===== config.mk =====
export PLATFORM = sky130hd
export DESIGN_NAME = mem_wb_stage
export DESIGN_NICKNAME = d
export VERILOG_FILES = /design/src/hdl/mips_pkg.sv /design/src/hdl/mem_wb_stage.sv
export VERILOG_INCLUDE_DIRS = /design/src /design/src/include
export SDC_FILE = /design/constraint.sdc
export NUM_CORES = 1
export LEC_CHECK = 0
export BUFFER_PORTS_ARGS = -buffer_cell sky130_fd_sc_hd__buf_2
export CAP_MARGIN = 20
export CORE_ASPECT_RATIO = 0.75
export CORE_MARGIN = 4
export CORE_UTILIZATION = 41
export CTS_BUF_LIST = sky130_fd_sc_hd__clkbuf_4
export DETAILED_ROUTE_END_ITERATION = 10
export PLACE_DENSITY = 0.85
export SYNTH_ARGS = -nofsm -noshare
export SYNTH_HDL_FRONTEND = slang
export SYNTH_SLANG_ARGS = --single-unit

===== constraint.sdc =====
create_clock -name clk -period 1.15 [get_ports clk]
set_clock_uncertainty 0.15 [all_clocks]
set_input_delay 0.0575 -clock clk [delete_from_list [all_inputs] [get_ports clk]]
set_output_delay 0.0575 -clock clk [all_outputs]
set_load 0.005 [all_outputs]

===== src/include/mips_config.svh =====
`ifndef MIPS_CONFIG_SVH
`define MIPS_CONFIG_SVH

`define XLEN      32
`define REG_COUNT 32
`define PC_STEP   4
`define RA_REG    31 // link register written by jal
`define RESET_PC  0

`endif


===== src/hdl/mips_pkg.sv =====
`include "mips_config.svh"

package mips_pkg;

    typedef logic [`XLEN-1:0] word_t;
    typedef logic [$clog2(`REG_COUNT)-1:0] reg_idx_t;

    // primary opcode field, inst[31:26]
    typedef enum logic [5:0] {
        RTYPE = 6'b000000,
        BGEZ  = 6'b000001, // regimm group
        J     = 6'b000010,
        JAL   = 6'b000011,
        BEQ   = 6'b000100,
        BNE   = 6'b000101,
        BLEZ  = 6'b000110,
        BGTZ  = 6'b000111,
        ADDI  = 6'b001000,
        ADDIU = 6'b001001,
        SLTI  = 6'b001010,
        ANDI  = 6'b001100,
        ORI   = 6'b001101,
        XORI  = 6'b001110,
        LUI   = 6'b001111,
        LW    = 6'b100011,
        SW    = 6'b101011
    } opcode_t;

    typedef enum logic [4:0] {
        ALU_ADD,
        ALU_SUB,
        ALU_AND,
        ALU_OR,
        ALU_XOR,
        ALU_NOR,
        ALU_SLT,
        ALU_SLL,
        ALU_SRL,
        ALU_SRA,
        ALU_LUI
    } alu_op_t;

endpackage


===== src/hdl/mem_wb_stage.sv =====
module mem_wb_stage (
    input  logic               clk,
    input  logic               rst_n,
    input  logic               stall,
    input  logic               reg_write_enable_mem, mem_or_reg_mem, pc_or_mem_mem,
    input  logic               branch_mem, should_branch_mem,
    input  logic               zero_mem,
    input  logic               negative_mem,
    input  mips_pkg::word_t    alu_result_mem,
    input  mips_pkg::word_t    rt_data_mem,
    input  mips_pkg::word_t    pc_inc_mem,
    input  mips_pkg::reg_idx_t rd_num_mem,
    input  mips_pkg::opcode_t  opcode_mem,
    input  mips_pkg::word_t    mem_rdata,
    output mips_pkg::word_t    mem_addr,
    output mips_pkg::word_t    mem_wdata,
    output logic               take_branch,
    output mips_pkg::reg_idx_t rd_num_wb,
    output mips_pkg::word_t    rd_data_wb,
    output logic               rd_we_wb
);
    import mips_pkg::*;

    logic  mem_or_reg_wb;
    logic  pc_or_mem_wb;
    word_t mem_rdata_wb;
    word_t alu_result_wb;
    word_t pc_inc_wb;

    assign mem_addr  = alu_result_mem;
    assign mem_wdata = rt_data_mem;

    // flags come from rs - rt, or rs alone for the compares against zero
    always_comb begin
        take_branch = 1'b0;
        if (should_branch_mem) begin
            case (opcode_mem)
                BEQ:     take_branch = zero_mem;
                BNE:     take_branch = !zero_mem;
                BLEZ:    take_branch = zero_mem || negative_mem;
                BGTZ:    take_branch = !zero_mem && !negative_mem;
                BGEZ:    take_branch = !negative_mem;
                default: take_branch = branch_mem; // no compare for this opcode
            endcase
        end
    end

    always_ff @(posedge clk or negedge rst_n) begin
        if (!rst_n) begin
            rd_we_wb      <= 1'b0;
            mem_or_reg_wb <= 1'b0;
            pc_or_mem_wb  <= 1'b0;
        end else if (!stall) begin
            rd_we_wb      <= reg_write_enable_mem;
            mem_or_reg_wb <= mem_or_reg_mem;
            pc_or_mem_wb  <= pc_or_mem_mem;
        end
    end

    always_ff @(posedge clk) begin
        if (!stall) begin
            mem_rdata_wb  <= mem_rdata;
            alu_result_wb <= alu_result_mem;
            pc_inc_wb     <= pc_inc_mem;
            rd_num_wb     <= rd_num_mem;
        end
    end

    // jal links pc_inc, otherwise load data or alu result
    assign rd_data_wb = pc_or_mem_wb  ? pc_inc_wb :
                        mem_or_reg_wb ? mem_rdata_wb : alu_result_wb;

endmodule


==> qor.txt, run 1 <==
status: aborted with a tool error
Last stage: clock tree synthesis (4_1_cts)
tool error: [ERROR RSZ-0060] Max buffer count reached.
syn nets: 437
Seq/Total Area, Yosys: 0.7103
post-CTS sizing: 0
Placement Setup Slack: -0.1140 ns
synth warn: 0
Mean Syn Cell Area: 15.19 sq um
Clock Root Buffer: clkbuf_4
Mapped Cells: 288
routability cong.: 0.7436
Max clock buf depth: 2
clk sinks: 104
row count: 32
CTS Buf Count: 9
FF+latch count, synth: 104
Die Span Y: 97.47 microns
dpl cells: 546
I/O Pins: 252
Netlist cell types: 19
Initial Utilization: 0.4219
H-tree Lvls: 3
Die W: 127.3 microns
Detailed Place HPWL: 7.227 mm
Post-CTS Setup Inserts: 0
Hold Buf Count CTS: 113
port bufs: 187
Synth Cell Area: 4375 sq um
-- metrics by stage --
| stage | setup TNS, ns | area, sq um | util |
|---|---|---|---|
| 2_1_floorplan | -89.32 | 4383 | - |
| 3_3_place_gp | -1.433 | 5059 | 0.4878 |
| 3_5_place_dp | -1.809 | 5059 | 0.4878 |
-- kinds of logic after synthesis --
logic type,count (synthesis),share of synthesized area
XOR/XNOR,1,0.002002
multiplexers,35,0.08093
flip-flops,104,0.7103
AND/OR/NAND/NOR,35,0.03174
buffers and inverters,76,0.1304
AO/OA/AOI/OAI,37,0.04461
-- cell usage after synthesis --
cell / instances / area share
and2b_1: 1 / 0.0017
a21oi_2: 1 / 0.0020
nand2_1: 32 / 0.027
clkbuf_1: 3 / 0.0026
nor2b_1: 1 / 0.0014
xor2_1: 1 / 0.0020
nor3_1: 1 / 0.0011
edfxtp_1: 101 / 0.69
dfrtp_1: 3 / 0.017
a21oi_1: 1 / 0.0011
buf_4: 66 / 0.11
a22o_1: 1 / 0.0020
buf_2: 3 / 0.0034
mux2i_1: 32 / 0.073
o21a_1: 1 / 0.0017
inv_1: 1 / 0.00086
buf_8: 3 / 0.010
mux2_2: 3 / 0.0077
o21ai_1: 33 / 0.038
==> run 2, diff against run 1 <==
--- a/config.mk
+++ b/config.mk
@@ -8,12 +8,10 @@
 export LEC_CHECK = 0
 export BUFFER_PORTS_ARGS = -buffer_cell sky130_fd_sc_hd__buf_2
 export CAP_MARGIN = 20
-export CORE_ASPECT_RATIO = 0.75
 export CORE_MARGIN = 4
-export CORE_UTILIZATION = 41
-export CTS_BUF_LIST = sky130_fd_sc_hd__clkbuf_4
+export CORE_UTILIZATION = 35
 export DETAILED_ROUTE_END_ITERATION = 10
-export PLACE_DENSITY = 0.85
+export PLACE_DENSITY_LB_ADDON = 0.15
 export SYNTH_ARGS = -nofsm -noshare
 export SYNTH_HDL_FRONTEND = slang
 export SYNTH_SLANG_ARGS = --single-unit
==> constraint.sdc (replaced) <==
create_clock -name clk -period 1.5 [get_ports clk]
set_clock_uncertainty 0.15 [all_clocks]
set_input_delay 0.075 -clock clk [delete_from_list [all_inputs] [get_ports clk]]
set_output_delay 0.075 -clock clk [all_outputs]
set_load 0.005 [all_outputs]
==> run 2 against run 1 <==
  * The flow now finishes, with violations (negative setup slack)
  * Synthesized cell count is the same
  * Area after synthesis is the same
==> qor.txt, run 2 <==
status: finished with violations (was aborted with a tool error)
failing checks: negative setup slack
FILL cells: 1002
Async SR Flop Fraction: 0.02885 (unchanged)
Pleak: 2.756 nW
initial antenna violation count: 0
FF+latch count, synth: 104 (unchanged)
Finished Cell Area: 6509 sq um
Power Dens Cells: 1064 nW/um^2
top-count cell post-synth: edfxtp_1 (unchanged)
# diodes: 0
row count: 40 (was 32)
Die W: 119.8 microns (was 127.3 microns)
CP arrival: 1.48 ns
Worst Path Max Fanout: 16
Seq/Total Area, Yosys: 0.7103 (unchanged)
Synth Cell Area: 4375 sq um (unchanged)
slew margin rel.: 0.8009
worst skew pair latency: 0.35 ns
Hold Crit Endpoint: mem_wdata[19]
GRT Overall Usage: 0.1527
RSZ-0062 raised after global routing: yes
Detailed Place HPWL: 6.870 mm (was 7.227 mm)
maximum VDD drop: 0.9698 mV
Die Span Y: 119.8 microns (was 97.47 microns)
RR Startpoint: rd_we_wb
vias in the first global route: 3299
Detail Route Antenna Nets: 0
Top Registers: alu_result_wb: 32 flops, mem_rdata_wb: 32 flops, pc_inc_wb: 32 flops
Synth top cells by count: 101 x edfxtp_1, 66 x buf_4, 33 x o21ai_1 (unchanged)
CTS Buf Count: 9 (unchanged)
Final nets: 677
max-slew violations: 0
Initial Utilization: 0.3613 (was 0.4219)
I/O Pins: 252 (unchanged)
Fin. Hold Viols: 0
Synth area leaders: edfxtp_1 69%, buf_4 11%, mux2i_1 7.3% (unchanged)
fin util: 0.5374
Cell Area, Placed: 5096 sq um (was 5059 sq um)
largest net degree at the start of global routing: 44
worst hold path type: in -> out
setup violators final: 32
Fmax achieved: 585.3 MHz
DR vias/cell: 4.268
Hold Path Cell Cnt: 0
Worst R2R Path Depth: 2
Worst EP required: 1.27 ns
Slew @ Worst Pin: 0.2964 ns
syn nets: 437 (unchanged)
Post-synth EDFFs: 101 (unchanged)
Clock Root Buffer: clkbuf_16 (was clkbuf_4)
Routed WL per cell: 15.14 microns
TritonRoute pass-1 iters: 4
Area Overhead vs Synth: 48.76%
Max clock buf depth: 2 (unchanged)
Setup crit end kind: primary output
H-tree Lvls: 3 (unchanged)
global-route wire length before repair: 16.79 mm
final WL: 10.61 mm
Congestion Overflow GR: 0
max-cap viol count: 0
Placement Setup Slack: 0.1592 ns (was -0.1140 ns)
fraction of layout cells with a size suffix above 1: 0.4203
hold path startpoint: rt_data_mem[19]
FF-to-FF End: rd_we_wb
PnR worst setup slack: -0.2085 ns
Mean Syn Cell Area: 15.19 sq um (unchanged)
tightest hold margin: 0.000001429 ns
Worst-path clk slew: 0.07 ns
DIE AREA: 14350 sq um
CTS tree: done
critical path startpoint: mem_or_reg_wb
routability cong.: 0.7192 (was 0.7436)
commonest non-fill, non-tap cell in the layout: buf_2
crit start category: register
Residual DRC: 0
critical path type: reg -> out
Netlist cell types: 19 (unchanged)
synth warn: 0 (unchanged)
period utilisation layout: 1.139
DR iter-0 viols: 122
Final min period: 1.709 ns
port bufs: 187 (unchanged)
Mapped Cells: 288 (unchanged)
Main synth FF type: edfxtp_1 (unchanged)
Yosys top cell area share: 0.6932 (unchanged)
Synth area leader: edfxtp_1 (unchanged)
clk sinks: 104 (unchanged)
core footprint: 12110 sq um
FF-to-FF setup slack: 0.05 ns
most frequent cells in the layout: 187 x buf_2, 108 x dlygate4sd3_1, 101 x edfxtp_1, 32 x nand2_1, 31 x o21ai_1
total number of vias: 2992
[run 2: metal layers]
layer | wire (microns) | GRT usage | vias up
met5 | 0 | 0 | -
met4 | 228 | 0.05369 | 0
met3 | 1126 | 0.07257 | 29
met2 | 5134 | 0.2564 | 145
met1 | 4121 | 0.1698 | 1364
li1 | - | - | 1454
[run 2: layout make-up]
class	count	area, sq um	area share
sequential	104	3110	0.4779
timing repair buffer	304	2163	0.3324
multi-input combinational	108	719.4	0.1105
clock buffer	10	229.0	0.03518
tap	168	210.2	0.03230
clock inverter	6	68.82	0.01057
inverter	1	7.507	0.001153
[run 2: metrics by stage]
step | power [mW] | setup TNS [ns] | std cells
floorplan | 4.069 | -55.74 | 288
global placement | 4.409 | 0 | 576
detailed placement | 4.420 | 0 | 576
CTS | 6.998 | -4.132 | 701
global route | 7.290 | -5.886 | 701
finish | 6.927 | -3.349 | 701
[run 2: how the worst max path moves through the flow]
stage / to / slack, ns
after detailed placement: rd_data_wb[15] / 0.16
after CTS: rd_data_wb[11] / -0.20
after global placement: rd_data_wb[15] / 0.17
final: rd_data_wb[11] / -0.21
after global routing: rd_data_wb[25] / -0.24
after floorplan: alu_result_wb[0] / -0.55
[run 2: cells by family (layout without fill, tap and decap cells)]
logic type	count (synthesis)	in the layout	share of synthesized area
xor+xnor	1	1	0.002002
compound gates	37	37	0.04461
simple gates	35	35	0.03174
flops	104	104	0.7103
buf+inv	76	321	0.1304
mux	35	35	0.08093
[run 2: worst max-delay path: stages, from the launching register on]
cell and delay, ns:
dfrtp_2 0.45, buf_12 0.17, mux2i_1 0.13, o21ai_1 0.20, buf_2 0.17
[run 2: repair_timing]
action                                  CTS  global route
setup buffers                             1             0
resized for setup                         2             5
endpoints found under the setup margin   32            32
hold buffers                            108             0
gates cloned                              0             0
hold endpoints to repair                107             0
[run 2: power breakdown]
part           internal, mW  switching, mW
Combinational         0.620          0.459
Sequential             3.44         0.0672
Clock                  1.30           1.04
No activity file was read; power rests on OpenSTA's default activity.
