$ cat config.mk
export PLATFORM = sky130hd
export DESIGN_NAME = reg_file
export DESIGN_NICKNAME = d
export VERILOG_FILES = /design/src/hdl/mips_pkg.sv /design/src/hdl/reg_file.sv
export VERILOG_INCLUDE_DIRS = /design/src /design/src/include
export SDC_FILE = /design/constraint.sdc
export NUM_CORES = 2
export LEC_CHECK = 0
export ABC_CLOCK_PERIOD_IN_PS = 2850
export BUFFER_PORTS_ARGS = -buffer_cell sky130_fd_sc_hd__buf_2
export CORE_MARGIN = 3
export CORE_UTILIZATION = 31
export CTS_CLUSTER_DIAMETER = 120
export DETAILED_ROUTE_END_ITERATION = 12
export HOLD_SLACK_MARGIN = 0.05
export MAX_ROUTING_LAYER = met4
export PLACE_DENSITY = 0.47
export SYNTH_ARGS = -nofsm -noshare
export SYNTH_HDL_FRONTEND = slang
export SYNTH_SLANG_ARGS = --single-unit
$ cat constraint.sdc
create_clock -name clk -period 2.85 [get_ports clk]
set_input_delay 0.285 -clock clk [delete_from_list [all_inputs] [get_ports clk]]
set_output_delay 0.285 -clock clk [all_outputs]
set_load 0.02 [all_outputs]
$ cat src/include/mips_config.svh
`ifndef MIPS_CONFIG_SVH
`define MIPS_CONFIG_SVH

`define XLEN      32
`define REG_COUNT 32
`define PC_STEP   4
`define RA_REG    31 // link register written by jal
`define RESET_PC  0

`endif

$ cat src/hdl/mips_pkg.sv
`include "mips_config.svh"

package mips_pkg;

    typedef logic [`XLEN-1:0] word_t;
    typedef logic [$clog2(`REG_COUNT)-1:0] reg_idx_t;

    // primary opcode field, inst[31:26]
    typedef enum logic [5:0] {
        RTYPE = 6'b000000,
        BGEZ  = 6'b000001, // regimm group
        J     = 6'b000010,
        JAL   = 6'b000011,
        BEQ   = 6'b000100,
        BNE   = 6'b000101,
        BLEZ  = 6'b000110,
        BGTZ  = 6'b000111,
        ADDI  = 6'b001000,
        ADDIU = 6'b001001,
        SLTI  = 6'b001010,
        ANDI  = 6'b001100,
        ORI   = 6'b001101,
        XORI  = 6'b001110,
        LUI   = 6'b001111,
        LW    = 6'b100011,
        SW    = 6'b101011
    } opcode_t;

    typedef enum logic [4:0] {
        ALU_ADD,
        ALU_SUB,
        ALU_AND,
        ALU_OR,
        ALU_XOR,
        ALU_NOR,
        ALU_SLT,
        ALU_SLL,
        ALU_SRL,
        ALU_SRA,
        ALU_LUI
    } alu_op_t;

endpackage

$ cat src/hdl/reg_file.sv
`include "mips_config.svh"

module reg_file (
    input  logic               clk,
    input  logic               rst_n,
    input  mips_pkg::reg_idx_t rs_num,
    input  mips_pkg::reg_idx_t rt_num,
    input  mips_pkg::reg_idx_t rd_num,
    input  mips_pkg::word_t    rd_data,
    input  logic               rd_we,
    output mips_pkg::word_t    rs_data,
    output mips_pkg::word_t    rt_data
);
    import mips_pkg::*;

    word_t regs [`REG_COUNT];

    always_ff @(posedge clk or negedge rst_n) begin
        if (!rst_n) begin
            for (int i = 0; i < `REG_COUNT; i++) begin
                regs[i] <= '0;
            end
        end else if (rd_we && rd_num != '0) begin
            regs[rd_num] <= rd_data;
        end
    end

    // $zero is hardwired, a same-cycle write shows up on the read side
    assign rs_data = (rs_num == '0) ? '0 :
                     (rd_we && rd_num == rs_num) ? rd_data : regs[rs_num];
    assign rt_data = (rt_num == '0) ? '0 :
                     (rd_we && rd_num == rt_num) ? rd_data : regs[rt_num];

endmodule

-- Word level (Yosys, flattened, before mapping)
Cells that the tools add are included.
- flip-flop bits (word level): 1024
- input port bits: 50
- output and inout bits: 64
- word-level logic and storage cells: 61
- magnitude comparators: 4
- eq/ne operators: 2
- mux-type cells: 13
- bitwise logic cells: 3
- reduce and logical (&&, ||, !) cells: 7
- operators with widths (kind ; count):
    bitwise mux 1024 bit ; 1
    binary-select mux 32 bit (select 5 bit) ; 2
    two-way mux 32 bit ; 9
    demux 32 bit (select 5 bit) ; 1
    greater-or-equal comparator 6 bit (second input constant) ; 3
    NOT 5 -> 6 bit ; 3
    equality test 5 bit ; 2
    logical NOT 5 bit ; 2
    less-than comparator 6 x 1 -> 1 bit (second input constant) ; 1
    nonzero test 5 bit ; 1
    logical AND 1 bit ; 4

-- Longest topological paths before layout
- depth after elaboration: 6
- gate-level depth with buffers: 10
- depth with buffers taken out: 5

-- Worst setup path before layout
OpenSTA, ideal clock, no wires.
- path kind: input -> output
- from: in rt_num[0]
- to: out rt_data[7]
- data arrival time: 2146 ps
- required time: 2565 ps
- path slack: 419 ps
- stages on the path: 7
- path buffers: 3
- path through: buf_4 -> buf_2 -> buf_2 -> mux4_2 -> a22oi_1 -> nand2_1 -> a221o_1
- longest elaborated chain between the ends: 6
- elaborated cells between the ends (all ways): 9
- classes of those cells: eq/ne: 1; mux: 5; bitwise: 1; reduce/logical: 2
- RTL lines (element ; RTL line ; RTL):
    from (decl) ; reg_file.sv:7 ; input mips_pkg::reg_idx_t rt_num,
    NOT 5 -> 6 bit (implied by the code) ; reg_file.sv:32 ; (rd_we && rd_num == rt_num) ? rd_data : regs[rt_num];
    binary-select mux 32 bit (select 5 bit) ; reg_file.sv:32 ;
    two-way mux 32 bit (implied by the code) (2 in a row) ; reg_file.sv:32 ;
    two-way mux 32 bit ; reg_file.sv:32 ;
    two-way mux 32 bit (*) ; reg_file.sv:31 ; assign rt_data = (rt_num == '0) ? '0 :
    to (decl) ; reg_file.sv:12 ; output mips_pkg::word_t rt_data
Mark *: on every way between the ends. The rest lies on a longest branch, timed or not. The select of a mux whose other input is x is not followed.

-- Worst setup path in the final report
- from: reg regs[631] in the netlist's numbering
- to: out rs_data[23]
- longest elaborated chain between the ends: 5
- RTL lines (element ; RTL line ; RTL):
    from (decl) ; reg_file.sv:16 ; word_t regs [`REG_COUNT];
    from (signal, indexed assignment) ; reg_file.sv:24 ; regs[rd_num] <= rd_data;
    binary-select mux 32 bit (select 5 bit) ; reg_file.sv:30 ; (rd_we && rd_num == rs_num) ? rd_data : regs[rs_num];
    two-way mux 32 bit (implied by the code) (2 in a row) ; reg_file.sv:30 ;
    two-way mux 32 bit ; reg_file.sv:30 ;
    two-way mux 32 bit ; reg_file.sv:29 ; assign rs_data = (rs_num == '0) ? '0 :
    to (decl) ; reg_file.sv:11 ; output mips_pkg::word_t rs_data,
No other way between the ends. The select of a mux whose other input is x is not followed.

==> impl_summary.log <==
[metrics] run status: finished, violations left
[metrics] violations in the final reports: setup timing
[metrics] DRC violation count after routing: 0
[metrics] top-level I/O count: between 100 and 150
[metrics] number of hold-slack violations in the final timing report: 0
[metrics] Synth-to-Final Area Change: 21.9%
[metrics] number of non-filler instances in the completed layout: 6316
[metrics] highest clock frequency the design can meet: 333 MHz
[metrics] Avg Inst Size Synth: roughly 15 sq um
[metrics] synthesized-area fraction occupied by adder cells: 0
[metrics] Final Power: 45400 uW
[metrics] GPL Wtd Cong: 0.806
[metrics] FF-to-FF path depth: 2
[metrics] Worst path slowest cell: mux4_2
[metrics] detailed-router iteration count before antenna repair: 7
[metrics] number of flops mapped to enable cells by yosys: 0
[metrics] Min Clock Period, post-route: 3.01 ns
[metrics] Clock Skew: 0 ns
[metrics] Max IR drop VDD: 0.528 mV
[metrics] cells after synthesis: 3673
[metrics] total global-route track usage: 0.233
[metrics] Pwr per Cell Area: just under 700 nW/um^2
[metrics] starting density of the core: 0.313
[metrics] number of nets with antenna violations after detailed routing: 0
[metrics] total count of max-transition violations in the final report: 0
[metrics] asr flop ratio synth: 1.00
[metrics] root buf cell: clkbuf_16
[metrics] Detail Placement HPWL: 129000 um
[metrics] Routed WL: roughly 210000 um
[metrics] static leakage: 0.0286 uW
[metrics] standard-cell row count: 153
[metrics] global-route wire length before repair: 296000 um
[metrics] wire per inst: about 33 um
[metrics] Buffers on Ports: 113
[metrics] Max Cap Viol: 0
[metrics] number of distinct library cells after synthesis: 53
[metrics] largest stage delay on the critical path: 0.48 ns
[metrics] number of nets in the synthesized netlist: 3723
[metrics] share of final-layout standard cells stronger than drive strength 1: 0.558
[metrics] post-route worst setup slack: -0.157 ns
[metrics] Num CTS Buffers: about 120
[metrics] antenna violations before repair: 13
[metrics] vias after detailed routing: 36200
[metrics] die area: approximately 180000 sq um
[metrics] aggregate global routing overflow: 0
[metrics] drt initial violations: between 3000 and 4000
[metrics] Max-Slew Margin vs Limit: 0.420
[metrics] Tcrit/Tclk final: 1.06
[metrics] # clock sinks: 1024
[metrics] Worst setup EP type: output pin
[metrics] worst reg2reg path endpoint: regs[614]
[metrics] global-route track usage on met2: 0.369
[metrics] largest net degree at the start of global routing: 70
[metrics] number of nets in the final layout: 3944
[metrics] Largest regs: regs (1024)
[metrics] Critical Path RT: 2.57 ns
[metrics] worst flop-to-flop path startpoint: regs[614]
[metrics] main combinational cell family by area after synthesis: multiplexers
[metrics] met3 track demand over resource: 0.0275
[metrics] busiest grt layer: met2
[metrics] setup repair after global routing missed its margin: yes
[metrics] post-synthesis simple-gate area fraction: 0.00938
[metrics] detailed-route vias per instance: between 5 and 6
[metrics] HP Class: in2async
[metrics] core occupancy in the finished layout: 0.381
[metrics] Compound-Gate Fraction of Synth Area: 0.0662
[metrics] post-synthesis share of cell area spent on xor and xnor gates: 0.00161
[metrics] leading cell types in the layout, fill and taps excluded: dfrtp_1 (1024), mux2_2 (896), mux4_2 (412)
[metrics] Synth Cell Area: roughly 55000 sq um
[metrics] largest fanout on the critical path: 3
[metrics] Worst setup SP type: flip-flop
[metrics] die boundary width: between 400 and 500 um
[metrics] buffer depth of the longest clock path: 3
[metrics] crit path cell chain: mux4_2, a22o_4, a2111oi_4, buf_4, a21oi_2, a22o_1, buf_6
[metrics] overall die height: 425 um
[metrics] dpl cells: ~6100
[metrics] register-to-register path setup slack: ~1.9 ns
[metrics] core area: 174000 sq um
[metrics] worst skew pair latency: 0.77 ns
[metrics] most flop-heavy register: regs
[metrics] H-tree depth: 3
[metrics] sequential element share of the synthesized area: 0.470
[metrics] GR Util met1: 0.314
[metrics] most common cell after layout, fill and taps aside: dfrtp_1
[metrics] clock transition at the registers of the reported paths: 0.06 ns
[metrics] CTS tree: yes
[metrics] Final setup viols: 13
[metrics] max FFs per register: 1024
[metrics] via count of the first global-routing pass: 37800
[metrics] critical path class: reg2out
[metrics] share of synthesized area spent on multiplexers: 0.417
[metrics] top_reg_cell synth: dfrtp_1
[metrics] actual transition at the worst max-transition pin: 0.863 ns
[metrics] data arrival time at the worst-slack endpoint: 2.72 ns
[metrics] Synthesis Warnings: 0
[metrics] Synth Register Bits: 1024
what timing repair did:
| action | 4_1_cts | 5_1_grt |
|---|---|---|
| hold buffers | 5 | 0 |
| buffers inserted | 50 | 4 |
| pin swaps | 109 | 19 |
| resized for setup | 245 | 56 |
| endpoints found under the hold margin | 366 | 0 |
| cloned | 1 | 0 |
| endpoints found under the setup margin | 61 | 55 |
cells in the mapped netlist (44+ instances only):
cell type | instances | share of area
a22oi_1 | 95 | 0.013
clkbuf_1 | 249 | 0.017
mux4_2 | 412 | 0.17
mux2_2 | 898 | 0.19
o22ai_1 | 44 | 0.0050
a22o_1 | 71 | 0.011
dfrtp_1 | 1024 | 0.47
mux2_1 | 97 | 0.020
mux2i_1 | 227 | 0.042
buf_1 | 62 | 0.0043
a21oi_1 | 84 | 0.0077
buf_2 | 88 | 0.0081
report_power, final:
part	switching [uW]	internal (uW)	leakage [uW]	total, uW
logic	4260	5800	0.0134	10100
registers	2040	17300	0.0131	19300
clock network	6620	9420	0.00203	16000
area by class of cell:
cell class / instances / area (sq um)
Fill cell: 16300 / 108000
Multi-Input combinational cell: 2212 / 28400
Sequential cell: 1024 / 25600
Timing Repair Buffer: 537 / 5550
Clock buffer: 166 / 3450
Tap cell: 2325 / 2910
Clock inverter: 49 / 603
Antenna cell: 2 / 5.00
Inverter: 1 / 3.75
per-stage QoR:
step / setup slack, ns / TNS (ns) / instance area [sq um] / hold slack, ns
final: -0.157 / -1.20 / 66500 / 0.115
after global routing: -0.251 / -3.73 / 66500 / 0.125
after CTS: -0.213 / -3.25 / 66200 / 0.0740
after detailed placement: -0.433 / -3.12 / 60700 / 0.322
after global placement: -0.508 / -3.20 / 60700 / 0.332
after floorplan: 0.419 / 0 / 54500 / -0.0106
critical path, delay by kind of cell, from the launching register on:
family / cells / cell delay [ns]
AO/OA/AOI/OAI: 4 / 0.77
multiplexers: 1 / 0.48
buffers and inverters: 2 / 0.30
flip-flops: 1 / 0.40
layer usage:
metal	wire length (um)	share of wire	vias up
li1	-	-	14800
met1	92200	0.45	20100
met2	98400	0.48	947
met3	8570	0.042	274
met4	6260	0.030	0
met5	0	0	-
kinds of logic (layout without fill, tap and decap cells):
| kind of cell | count (synthesis) | count (layout) |
|---|---|---|
| muxes | 1634 | 1634 |
| and+or+nand+nor | 101 | 102 |
| xor gates and xnor gates | 10 | 10 |
| other | 0 | 2 |
| buffers and inverters | 438 | 753 |
| AOI/OAI and AO/OA | 466 | 466 |
| DFF | 1024 | 1024 |
worst max-delay path by stage:
| stage | from | endpoint | depth (start not counted) |
|---|---|---|---|
| floorplan | rt_num[0] | rt_data[7] | 7 |
| global placement | rt_num[2] | rt_data[23] | 8 |
| detailed placement | rt_num[2] | rt_data[23] | 8 |
| CTS | regs[596] | rs_data[20] | 7 |
| global route | regs[631] | rs_data[23] | 7 |
| finish | regs[631] | rs_data[23] | 7 |
Power figures use the tool's default switching activity.
