===== src/include/mips_config.svh =====
`ifndef MIPS_CONFIG_SVH
`define MIPS_CONFIG_SVH

`define XLEN      32
`define REG_COUNT 32
`define PC_STEP   4
`define RA_REG    31 // link register written by jal
`define RESET_PC  0

`endif


===== src/hdl/mips_pkg.sv =====
`include "mips_config.svh"

package mips_pkg;

    typedef logic [`XLEN-1:0] word_t;
    typedef logic [$clog2(`REG_COUNT)-1:0] reg_idx_t;

    // primary opcode field, inst[31:26]
    typedef enum logic [5:0] {
        RTYPE = 6'b000000,
        BGEZ  = 6'b000001, // regimm group
        J     = 6'b000010,
        JAL   = 6'b000011,
        BEQ   = 6'b000100,
        BNE   = 6'b000101,
        BLEZ  = 6'b000110,
        BGTZ  = 6'b000111,
        ADDI  = 6'b001000,
        ADDIU = 6'b001001,
        SLTI  = 6'b001010,
        ANDI  = 6'b001100,
        ORI   = 6'b001101,
        XORI  = 6'b001110,
        LUI   = 6'b001111,
        LW    = 6'b100011,
        SW    = 6'b101011
    } opcode_t;

    typedef enum logic [4:0] {
        ALU_ADD,
        ALU_SUB,
        ALU_AND,
        ALU_OR,
        ALU_XOR,
        ALU_NOR,
        ALU_SLT,
        ALU_SLL,
        ALU_SRL,
        ALU_SRA,
        ALU_LUI
    } alu_op_t;

endpackage


===== src/hdl/fetch_stage.sv =====
`include "mips_config.svh"

module fetch_stage (
    input  logic            clk,
    input  logic            rst_n,
    input  logic            pc_we,
    input  logic            stall,
    input  logic            flush,
    input  mips_pkg::word_t inst,
    input  logic            take_branch,
    input  logic            jump_mem,
    input  logic            jump_register_mem,
    input  mips_pkg::word_t branch_target_mem,
    input  mips_pkg::word_t jump_target_mem,
    input  mips_pkg::word_t rs_data_mem,
    output mips_pkg::word_t inst_addr,
    output mips_pkg::word_t inst_id,
    output mips_pkg::word_t pc_inc_id
);
    import mips_pkg::*;

    word_t pc;
    word_t pc_inc;
    word_t pc_next;

    assign pc_inc    = pc + word_t'(`PC_STEP);
    assign inst_addr = pc;

    // jr first, then j, then a taken branch
    always_comb begin
        if (jump_register_mem) begin
            pc_next = rs_data_mem;
        end else if (jump_mem) begin
            pc_next = jump_target_mem;
        end else if (take_branch) begin
            pc_next = branch_target_mem;
        end else begin
            pc_next = pc_inc;
        end
    end

    always_ff @(posedge clk or negedge rst_n) begin
        if (!rst_n) begin
            pc <= word_t'(`RESET_PC);
        end else if (pc_we) begin
            pc <= pc_next;
        end
    end

    always_ff @(posedge clk or negedge rst_n) begin
        if (!rst_n) begin
            inst_id <= '0;
        end else if (flush) begin
            inst_id <= '0; // bubble
        end else if (!stall) begin
            inst_id <= inst;
        end
    end

    always_ff @(posedge clk) begin
        if (!stall) begin
            pc_inc_id <= pc_inc;
        end
    end

endmodule


===== config.mk =====
export PLATFORM = sky130hd
export DESIGN_NAME = fetch_stage
export DESIGN_NICKNAME = d
export VERILOG_FILES = /design/src/hdl/mips_pkg.sv /design/src/hdl/fetch_stage.sv
export VERILOG_INCLUDE_DIRS = /design/src /design/src/include
export SDC_FILE = /design/constraint.sdc
export NUM_CORES = 1
export LEC_CHECK = 0
export ABC_AREA = 1
export BUFFER_PORTS_ARGS = -buffer_cell sky130_fd_sc_hd__buf_2
export CELL_PAD_IN_SITES_DETAIL_PLACEMENT = 1
export CELL_PAD_IN_SITES_GLOBAL_PLACEMENT = 1
export CORE_MARGIN = 3
export CORE_UTILIZATION = 37
export CTS_BUF_LIST = sky130_fd_sc_hd__clkbuf_8
export CTS_CLUSTER_SIZE = 12
export DETAILED_ROUTE_END_ITERATION = 10
export HOLD_SLACK_MARGIN = 0.08
export PLACE_DENSITY_LB_ADDON = 0.1
export SLEW_MARGIN = 10
export SYNTH_ARGS = -nofsm -noshare
export SYNTH_HDL_FRONTEND = slang
export SYNTH_SLANG_ARGS = --single-unit

===== constraint.sdc =====
create_clock -name clk -period 3.3 [get_ports clk]
set_clock_uncertainty 0.2 [all_clocks]
set_input_delay 0.66 -clock clk [delete_from_list [all_inputs] [get_ports clk]]
set_output_delay 0.66 -clock clk [all_outputs]
set_load 0.02 [all_outputs]

**After elaboration in Yosys (flattened, before gate mapping)**

Index checks and enable logic that the tools add are counted.

- Register bits after elaboration: 96

- $add $sub $neg: 1
- Eq/ne operators: 1
- Muxes and demuxes: 5

Operators with widths:

| operator | number |
|---|---|
| 32-bit two-way mux | 5 |
| 32-bit by 3-bit adder with 32-bit output, second input constant | 1 |
| 2-bit by 1-bit != test with 1-bit output, second input constant | 1 |

**Depth between registers and ports, before layout**

Gate-level depths: netlist of the first run.

- Depth after elaboration: 4
- Depth in mapped cells: 12

**Worst setup path after synthesis of the first run**

Ideal clock, no wire load.

- Path kind: input port to flip-flop
- From: input port stall
- To: register pc_inc_id[0], enable pin
- Library setup time: 0.409 ns
- Arrival time: 2.014 ns
- Data required time: 2.691 ns
- Slack: 0.677 ns
- Cell stages on the path: 3
- Buffers on the path: 2
- Cell sequence: clkbuf_1 -> inv_1 -> buf_1

RTL lines:

| item | RTL line | source |
|---|---|---|
| start: declaration | fetch_stage.sv:7 | `input logic stall,` |
| end signal: assignment | fetch_stage.sv:62 | `pc_inc_id <= pc_inc;` |
| end: declaration | fetch_stage.sv:18 | `output mips_pkg::word_t pc_inc_id` |

No word-level cell between the ends.

**Worst setup path after layout of the first run**

- From: input port jump_mem
- To: register pc[8] (netlist: inst_addr[8])

- Longest elaborated chain between the ends: 2

RTL lines:

| item | RTL line | source |
|---|---|---|
| start: declaration | fetch_stage.sv:11 | `input logic jump_mem,` |
| 32-bit two-way mux | fetch_stage.sv:33 | `end else if (jump_mem) begin` |
| 32-bit two-way mux | fetch_stage.sv:31 | `if (jump_register_mem) begin` |
| end signal: assignment | fetch_stage.sv:44 | `` pc <= word_t'(`RESET_PC); `` |
| end signal: assignment | fetch_stage.sv:46 | `pc <= pc_next;` |
| end: declaration | fetch_stage.sv:22 | `word_t pc;` |

Every way passes these cells.
A chain may end at the register's enable or synchronous reset.

==> impl_metrics.ini, run 1 <==
[outcome]
outcome = finished clean

[clock_tree]
cts_htree_levels = 3
clock_latency_ns = 0.38
cts.clk_slew.worst_paths_ns = 0.10
post-cts-setup-buffers = 0
cts_buffers = 9
cts_tree = yes
cts_hold_buffers = 0
clk_path_buf_depth = 2
cts_sinks = 96
root_buffer = clkbuf_8
ctsResizeCount = 0

[logic_synthesis]
synthArstFlopShare_pct = 66.7
synth_seq_cells = 96
ys_types = 33
ys.flop_type = dfrtp_1
synth.avg_cell_area_sq_um = 8.01
synth-seq-area-share_pct = 48.2
synth_top_area_share_pct = 30.1
synthCells = 664
syn_nets = 801
yosysTopAreaCell = dfrtp_1
synth_most_common_cell = nand2_1
synthTopCellsByCount = 251 x nand2_1, 80 x nor2_1, 64 x dfrtp_1
netlist_area_sq_um = 5320
ys_top_cells_by_area = dfrtp_1 30%, edfxtp_1 18%, nand2_1 18%, nor2_1 5.6%, nand3_1 4.2%
synth_edf_count = 32
yosys_warnings = 0

[pwr]
p_comb_share_pct = 24.0
swShare_pct = 34.5
power.internal_uw = 1890
ir_drop_uv = 234
seqPwrFrac_pct = 50.5
clockPowerShare_pct = 25.5
powerDensity_nw_per_um2 = 428
power_leakage_uw = 0.00347
p_sw_uw = 994

[setup_path]
reg2reg_depth = 12
arrival_ns = 2.26
critPathLaunchType = input port
r2r_slack_ns = 1.32
critical-path-top-delay-family = buffers and inverters
cpMostUsedCell = inv_1
critPathBufInv = 5
r2r_end = inst_addr[22]$_DFFE_PN0P_
max_stage_delay_ns = 0.42
reg2reg_from = inst_addr[2]$_DFFE_PN0P_
end_kind = flop
worstPathMaxFanout = 13
criticalPathCategory = input port to flop
required_ns = 3.40
path_cells = buf_2 -> inv_1 -> nand2_1 -> inv_1 -> buf_4 -> nand2_1 -> nand3_1 -> inv_1 -> o21ai_0
crit_slowest_cell = inv_1

[hold_path]
hp-class = input port to async pin

[sta]
tightest_slew_ns = 0.866
drv_slew = 0
max_freq_mhz = 463
timing.hold.ws_ns = 0.195
hold_viol_final = 0
rsz0062_at_grt = no
tns_ns = 0
setup_viol_count_final = 0
period_minus_slack_ns = 2.16
fin_crit_sh_pct = 65.5
slew_headroom_pct = 42.2

[place]
hpwl_microns = 14100
io_buffers = 231
gp_congestion = 0.832

[route]
drc_errors = 0
routed-via-count = 5350
drtPass1Iterations = 4
avgRoutedWirePerCell_microns = 17.2
viasPerCell = 5.03
routed_wl_microns = 18300
drt_iter0_drc = 199
ant_nets = 0

[grt]
grt-ovfl-total = 0
grt_use_met3_pct = 5.22
grt_use_met2_pct = 41.1
grt_usage_pct = 22.9
use_met1_pct = 28.3
grt_pass1_vias = 5672
grt_start_max_net_pins = 65
antenna_found_initial = 0
grt_pass1_wl_microns = 29100
gr-max-usage-layer = met2

[die]
die_y_microns = 126
core_area_sq_um = 14000
placementRows = 43
die_w_microns = 126
die_area_sq_um = 15800
start_util_pct = 38.0
num_io_pins = 232

[layout]
antenna_cells = 0
area_growth_pct = 26.9
layout.nets = 1016
drive_gt1_share_pct = 32.6

[flow_run]
maxCapViolations = 0
cell usage in the layout, fill, tap and decap left out, drive strengths merged:
master     n
nand3     45
inv       34
ha         1
a21oi     28
clkinv     4
xor2      11
nand2    260
and2       3
buf      239
clkbuf    10
nand4      1
edfxtp    32
a221oi    24
a22oi      1
nor2      95
o2111ai    1
o211ai     3
o21ai     13
o22ai      2
xnor2      3
nand3b    10
dfrtp     64
layer usage:
metal | wire, microns | up-vias
met5 | 0 | -
met4 | 226 | 0
li1 | - | 2592
met2 | 9310 | 174
met3 | 1160 | 15
met1 | 7650 | 2569
how the worst max path moves through the flow:
stage                      from                        to  cells after the start
global route        take_branch  inst_addr[8]$_DFFE_PN0P_                      9
detailed placement     jump_mem  inst_addr[8]$_DFFE_PN0P_                      9
CTS                    jump_mem  inst_addr[8]$_DFFE_PN0P_                      9
global placement       jump_mem  inst_addr[7]$_DFFE_PN0P_                      9
finish                 jump_mem  inst_addr[8]$_DFFE_PN0P_                      9
floorplan                 stall    pc_inc_id[0]$_DFFE_PN_                      3
layout make-up:
class | instances | area, sq um
fill | 1799 | 7240
sequential | 96 | 2560
multi-input combinational | 501 | 2430
timing repair buffer | 239 | 1230
tap | 180 | 225
clock buffer | 10 | 138
inverter | 32 | 120
clock inverter | 6 | 41.3
power by group through the flow:
stage | combinational, uW | sequential [uW] | clock, uW
after global routing | 765 | 1470 | 802
after CTS | 703 | 1460 | 757
after detailed placement | 700 | 1480 | 0
after floorplan | 284 | 1590 | 0
after global placement | 682 | 1480 | 0
final | 692 | 1460 | 736
registers in the layout, indices dropped and copies added, names as in the netlist:
signal and count:
pc_inc_id 32, inst_id 32, inst_addr 32
per-stage QoR:
stage               power (uW)  worst slack, ns  cells  cell area, sq um  utilization, %
floorplan                 1870            0.677    664              5320               -
global placement          2160            0.827   1048              6570            47.0
detailed placement        2180            0.717   1048              6570            47.0
CTS                       2920             1.13   1064              6750            48.2
global route              3040             1.02   1064              6750            48.2
finish                    2880             1.14   1064              6750            48.2
kinds of logic after synthesis:
| logic type | Yosys count | synth area share (%) |
|---|---|---|
| adder cells (fa/ha/maj) | 1 | 0.235 |
| XOR/XNOR | 14 | 3.15 |
| flip-flops | 96 | 48.2 |
| buffers and inverters | 67 | 6.14 |
| AND/OR/NAND/NOR | 414 | 33.5 |
| AO/OA/AOI/OAI | 72 | 8.78 |
Power figures use the tool's default switching activity.
==> run 2, diff against run 1 <==
- CORE_UTILIZATION: 37 -> 31
- clock period: 3.3 -> 1.9 ns (I/O delays scaled with it)
==> run 2 against run 1 <==
Effect of this change: worst hold slack lost 0.11 ns; combinational power grew 110%; non-clock buffer count grew 77; total power grew 87%; highest routed layer unchanged; via count grew 5.2%; clock power grew 93%; wire length grew 9.5%; clock-buffer cell count shrank 1; cell area grew 13%; setup slack lost 1.1 ns.
==> impl_metrics.ini, run 2 (synthesis gave the netlist of run 1 again) <==
[outcome]
outcome = finished clean

[grt]
grt_pass1_wl_microns = 30600
grt-ovfl-total = 0
grt_pass1_vias = 5839
grt_start_max_net_pins = 41
grt_usage_pct = 21.0
antenna_found_initial = 0

[clock_tree]
cts_tree = yes
cts.clk_slew.worst_paths_ns = 0.11
cts_sinks = 96
cts_htree_levels = 3
clock_latency_ns = 0.38
cts_buffers = 9
root_buffer = clkbuf_8
clk_path_buf_depth = 2

[route]
drt_iter0_drc = 229
avgRoutedWirePerCell_microns = 17.0
viasPerCell = 4.76
routed_wl_microns = 20100
drtPass1Iterations = 4
ant_nets = 0
drc_errors = 0
routed-via-count = 5630

[setup_path]
required_ns = 1.98
worstPathMaxFanout = 5
critPathLaunch = inst_addr[3]$_DFFE_PN0P_
end_kind = flop
criticalPathCategory = flop to flop
reg2reg_from = inst_addr[3]$_DFFE_PN0P_
arrival_ns = 1.90
critPathLaunchType = flop

[hold_path]
hp-class = input port to flop
hp-start = jump_target_mem[1]

[sta]
fin_crit_sh_pct = 95.7
period_minus_slack_ns = 1.82
rsz0062_at_grt = yes
hold_viol_final = 0
max_freq_mhz = 550
setup_viol_count_final = 0
worst_slack_ns = 0.0822
tns_ns = 0
tightest_slew_ns = 0.395
slew_headroom_pct = 73.7
drv_slew = 0

[pwr]
power_leakage_uw = 0.00385
powerDensity_nw_per_um2 = 704
ir_drop_uv = 422

[die]
start_util_pct = 31.8
core_area_sq_um = 16700
placementRows = 47
die_area_sq_um = 18800
die_w_microns = 137
die_y_microns = 137
num_io_pins = 232

[place]
dpl_worst_slack_ns = 0.0137
io_buffers = 231
hpwl_microns = 15100
gp_congestion = 0.824

[layout]
regArea_sq_um = 2570
layout.nets = 1093
mostFrequentLayoutCells = 245 x nand2_1, 230 x buf_2, 73 x nor2_1
fillers = 2102
drive_gt1_share_pct = 36.6
multiInputGateArea_sq_um = 2500
area_growth_pct = 44.0
final_common_cell = nand2_1

[flow_run]
maxCapViolations = 0
[run 2: stage by stage]
stage / hold WS (ns) / cell area, sq um / utilization, % / power [uW] / std cells
floorplan: -0.116 / 5320 / - / 3250 / 664
global placement: 0.124 / 6930 / 41.5 / 3880 / 1119
detailed placement: 0.134 / 6930 / 41.5 / 3910 / 1119
CTS: 0.100 / 7520 / 45.0 / 5420 / 1174
global route: 0.117 / 7650 / 45.8 / 5700 / 1181
finish: 0.0854 / 7650 / 45.8 / 5390 / 1182
[run 2: worst paths after layout]
check                                            end  slack [ns]  cells past startpoint
max in group asynchronous  inst_addr[14]$_DFFE_PN0P_        0.65                      3
min in group asynchronous     inst_id[8]$_DFFE_PN0P_        0.25                      2
hold / removal              inst_addr[1]$_DFFE_PN0P_        0.09                      3
hold reg to reg               pc_inc_id[0]$_DFFE_PN_        0.29                      0
setup reg to reg           inst_addr[27]$_DFFE_PN0P_        0.08                     12
setup / recovery           inst_addr[27]$_DFFE_PN0P_        0.08                     12
[run 2: what timing repair did]
item,4_1_cts,5_1_grt
endpoints found under the hold margin,60,0
setup endpoints to repair,2,26
pin swaps,0,14
buffers inserted,0,8
gates cloned,0,0
hold buffers,39,0
resized for setup,1,28
[run 2: power by group]
group	internal, uW	leakage (uW)	switching, uW
registers	2350	0.00112	146
logic	592	0.00263	883
clock network	625	0.000105	797
[run 2: layout make-up]
cell class,instances,area share [%]
Clock buffer,9,1.62
Tap cell,220,3.60
Antenna cell,1,0.0327
Sequential cell,96,33.6
Clock inverter,7,0.997
Inverter,32,1.57
Timing Repair Buffer,316,25.9
Multi-Input combinational cell,501,32.7
[run 2: worst max-delay path, stage by stage, from the launching register on]
cell and delay, ns:
dfrtp_1 0.37, buf_4 0.14, nand2_2 0.06, nor2_4 0.16, nand2_4 0.13, nor2_4 0.21, nand2_1 0.08, nand2_1 0.06
nand2_1 0.07, nand2_1 0.08, nand2_1 0.05, nand2_1 0.07, nand2_1 0.05
[run 2: per-layer routing]
layer | part of all wire [%] | up-vias | track usage (%)
met5 | 0 | - | 0
met4 | 1.7 | 0 | 5.43
met3 | 5.6 | 20 | 3.93
met2 | 49 | 167 | 37.5
met1 | 43 | 2703 | 26.0
li1 | - | 2740 | -
==> run 3, diff against run 2 <==
- ABC_AREA: 1 -> unset
- CORE_UTILIZATION: 31 -> 33
==> run 3 against run 2 <==
Effect of this change: the run now ends with negative setup slack left; worst hold slack worse by 0.010 ns; clock power rose by 16%; sequential share of layout area shrank 1.8 points; utilization is 7.1 points higher; total power rose by 9.5%; combinational power is 19% higher; largest power group unchanged; highest routed layer is now met5.
==> impl_metrics.ini, run 3 <==
[logic_synthesis]
synth_top_area_share_pct = 30.8
synthTopCellsByCount = 64 x dfrtp_1, 59 x nor2_1, 38 x mux2i_1, 38 x nand2_1
netlist_area_sq_um = 5200
ys.flop_type = dfrtp_1
synthArstFlopShare_pct = 66.7
ys_types = 56
ys_top_cells_by_area = dfrtp_1 31%, edfxtp_1 18%, mux2i_1 7.3%, nor2_1 4.3%, nand2_1 2.7%
synth_most_common_cell = dfrtp_1
syn_nets = 653
synthCells = 516
yosys_warnings = 0
synth_seq_cells = 96
yosysTopAreaCell = dfrtp_1
synth-seq-area-share_pct = 49.3
synth.avg_cell_area_sq_um = 10.1
synth_edf_count = 32

[setup_path]
criticalPathCategory = flop to flop
arrival_ns = 2.17
required_ns = 1.96
reg2reg_depth = 8
reg2reg_from = inst_addr[2]$_DFFE_PN0P_
end_kind = flop
critPathLaunchType = flop
worstPathMaxFanout = 5
r2r_slack_ns = -0.20
r2r_end = inst_addr[30]$_DFFE_PN0P_

[clock_tree]
root_buffer = clkbuf_8
cts_tree = yes
cts_buffers = 9
cts.clk_slew.worst_paths_ns = 0.09
clock_latency_ns = 0.39
cts_htree_levels = 3
cts_sinks = 96
clk_path_buf_depth = 2

[grt]
grt_pass1_wl_microns = 32700
grt_usage_pct = 23.6
grt_pass1_vias = 5845
grt-ovfl-total = 0
grt_start_max_net_pins = 42
antenna_found_initial = 1

[die]
die_area_sq_um = 17300
die_y_microns = 132
start_util_pct = 33.9
core_area_sq_um = 15300
num_io_pins = 232
die_w_microns = 132
placementRows = 45

[layout]
multiInputGateArea_sq_um = 2730
area_growth_pct = 56.0
regArea_sq_um = 2570
final_common_cell = buf_2
mostFrequentLayoutCells = 230 x buf_2, 58 x buf_4, 55 x nor2_1
antenna_cells = 0
layout.cells.non_filler = 1048
fillers = 1766
layout.nets = 969
final_area_sq_um = 8110
drive_gt1_share_pct = 47.2

[hold_path]
min_to = inst_id[4]$_DFFE_PN0P_
hp-class = input port to flop
holdPathStages = 3
hp-start = inst[4]

[sta]
drv_slew = 0
slew_headroom_pct = 22.5
setup_viol_count_final = 33
max_freq_mhz = 475
worst_slack_ns = -0.204
timing.hold.ws_ns = 0.0751
tns_ns = -3.11
tightest_slew_ns = 1.16
period_minus_slack_ns = 2.10
hold_viol_final = 0
fin_crit_sh_pct = 111
rsz0062_at_grt = yes

[route]
viasPerCell = 5.13
avgRoutedWirePerCell_microns = 20.1
drtPass1Iterations = 4
routed_wl_microns = 21100
drt_iter0_drc = 178
ant_nets = 0
drc_errors = 0
routed-via-count = 5381

[place]
hpwl_microns = 14800
dp.cells = 985
placed_cell_area_sq_um = 7080
gp_congestion = 0.819
io_buffers = 231

[pwr]
swShare_pct = 32.5
power_leakage_uw = 0.00389
ir_drop_uv = 408
p_sw_uw = 1920
power.internal_uw = 3990
clockPowerShare_pct = 27.9
powerDensity_nw_per_um2 = 728
seqPwrFrac_pct = 42.4
p_comb_share_pct = 29.7

[flow_run]
maxCapViolations = 0

[outcome]
violations = negative setup slack
outcome = complete, but fails checks
[run 3: worst max path at each step]
stage,cells after the start,endpoint,from
after global placement,6,inst_addr[21]$_DFFE_PN0P_,take_branch
final,8,inst_addr[30]$_DFFE_PN0P_,inst_addr[2]$_DFFE_PN0P_
after CTS,6,pc_inc_id[24]$_DFFE_PN_,inst_addr[7]$_DFFE_PN0P_
after detailed placement,6,inst_addr[19]$_DFFE_PN0P_,take_branch
after global routing,8,inst_addr[30]$_DFFE_PN0P_,inst_addr[2]$_DFFE_PN0P_
after floorplan,7,inst_addr[16]$_DFFE_PN0P_,inst_addr[2]$_DFFE_PN0P_
[run 3: through the flow]
step | utilization, % | power (uW) | setup WS [ns]
global placement | 46.2 | 4060 | -0.299
finish | 53.0 | 5900 | -0.204
CTS | 51.3 | 5870 | -0.205
global route | 53.0 | 6170 | -0.266
floorplan | - | 3350 | -0.367
detailed placement | 46.2 | 4110 | -0.331
[run 3: cell families (layout without fill, tap and decap cells)]
family                   after synthesis  after routing  synth area share [%]
XOR/XNOR                              27             27                  4.55
buffers and inverters                 56            377                  4.26
AO/OA/AOI/OAI                        116            116                  15.8
AND/OR/NAND/NOR                      182            182                  18.5
multiplexers                          38             38                  7.32
adder cells (fa/ha/maj)                1              1                 0.241
flip-flops                            96             96                  49.3
[run 3: area by class of cell]
class	count	share of cell area, %
flip-flops and latches	96	31.7
clock buffers	9	1.53
inverters	17	0.833
well taps	211	3.26
clock inverters	7	1.43
repair buffers	344	27.5
multi-input cells	364	33.7
[run 3: what timing repair did]
action / 4_1_cts / 5_1_grt
pin swaps: 25 / 35
setup endpoints to repair: 35 / 43
setup buffers: 7 / 13
hold endpoints to repair: 63 / 0
hold buffers: 32 / 0
resized for setup: 37 / 46
[run 3: worst max-delay path, cell delays in order, from the launching register on]
cell and delay [ns]:
dfrtp_2 0.45, ha_4 0.18, nand3_4 0.06, or3_4 0.35, buf_6 0.15, nor4_4 0.20
buf_6 0.19, a21oi_2 0.05, nand3b_1 0.15
[run 3: routing by layer]
| metal | track usage [%] | vias up | wire length [microns] |
|---|---|---|---|
| met4 | 6.59 | 2 | 342 |
| met5 | 0 | - | 7 |
| met1 | 28.4 | 2647 | 8620 |
| li1 | - | 2509 | - |
| met3 | 4.59 | 31 | 1240 |
| met2 | 42.7 | 192 | 10900 |
[run 3: power groups by stage]
stage / clock network [uW] / registers, uW / logic [uW]
final: 1650 / 2500 / 1750
after global routing: 1760 / 2530 / 1880
after CTS: 1690 / 2500 / 1670
after detailed placement: 0 / 2540 / 1570
after global placement: 0 / 2530 / 1530
after floorplan: 0 / 2810 / 548
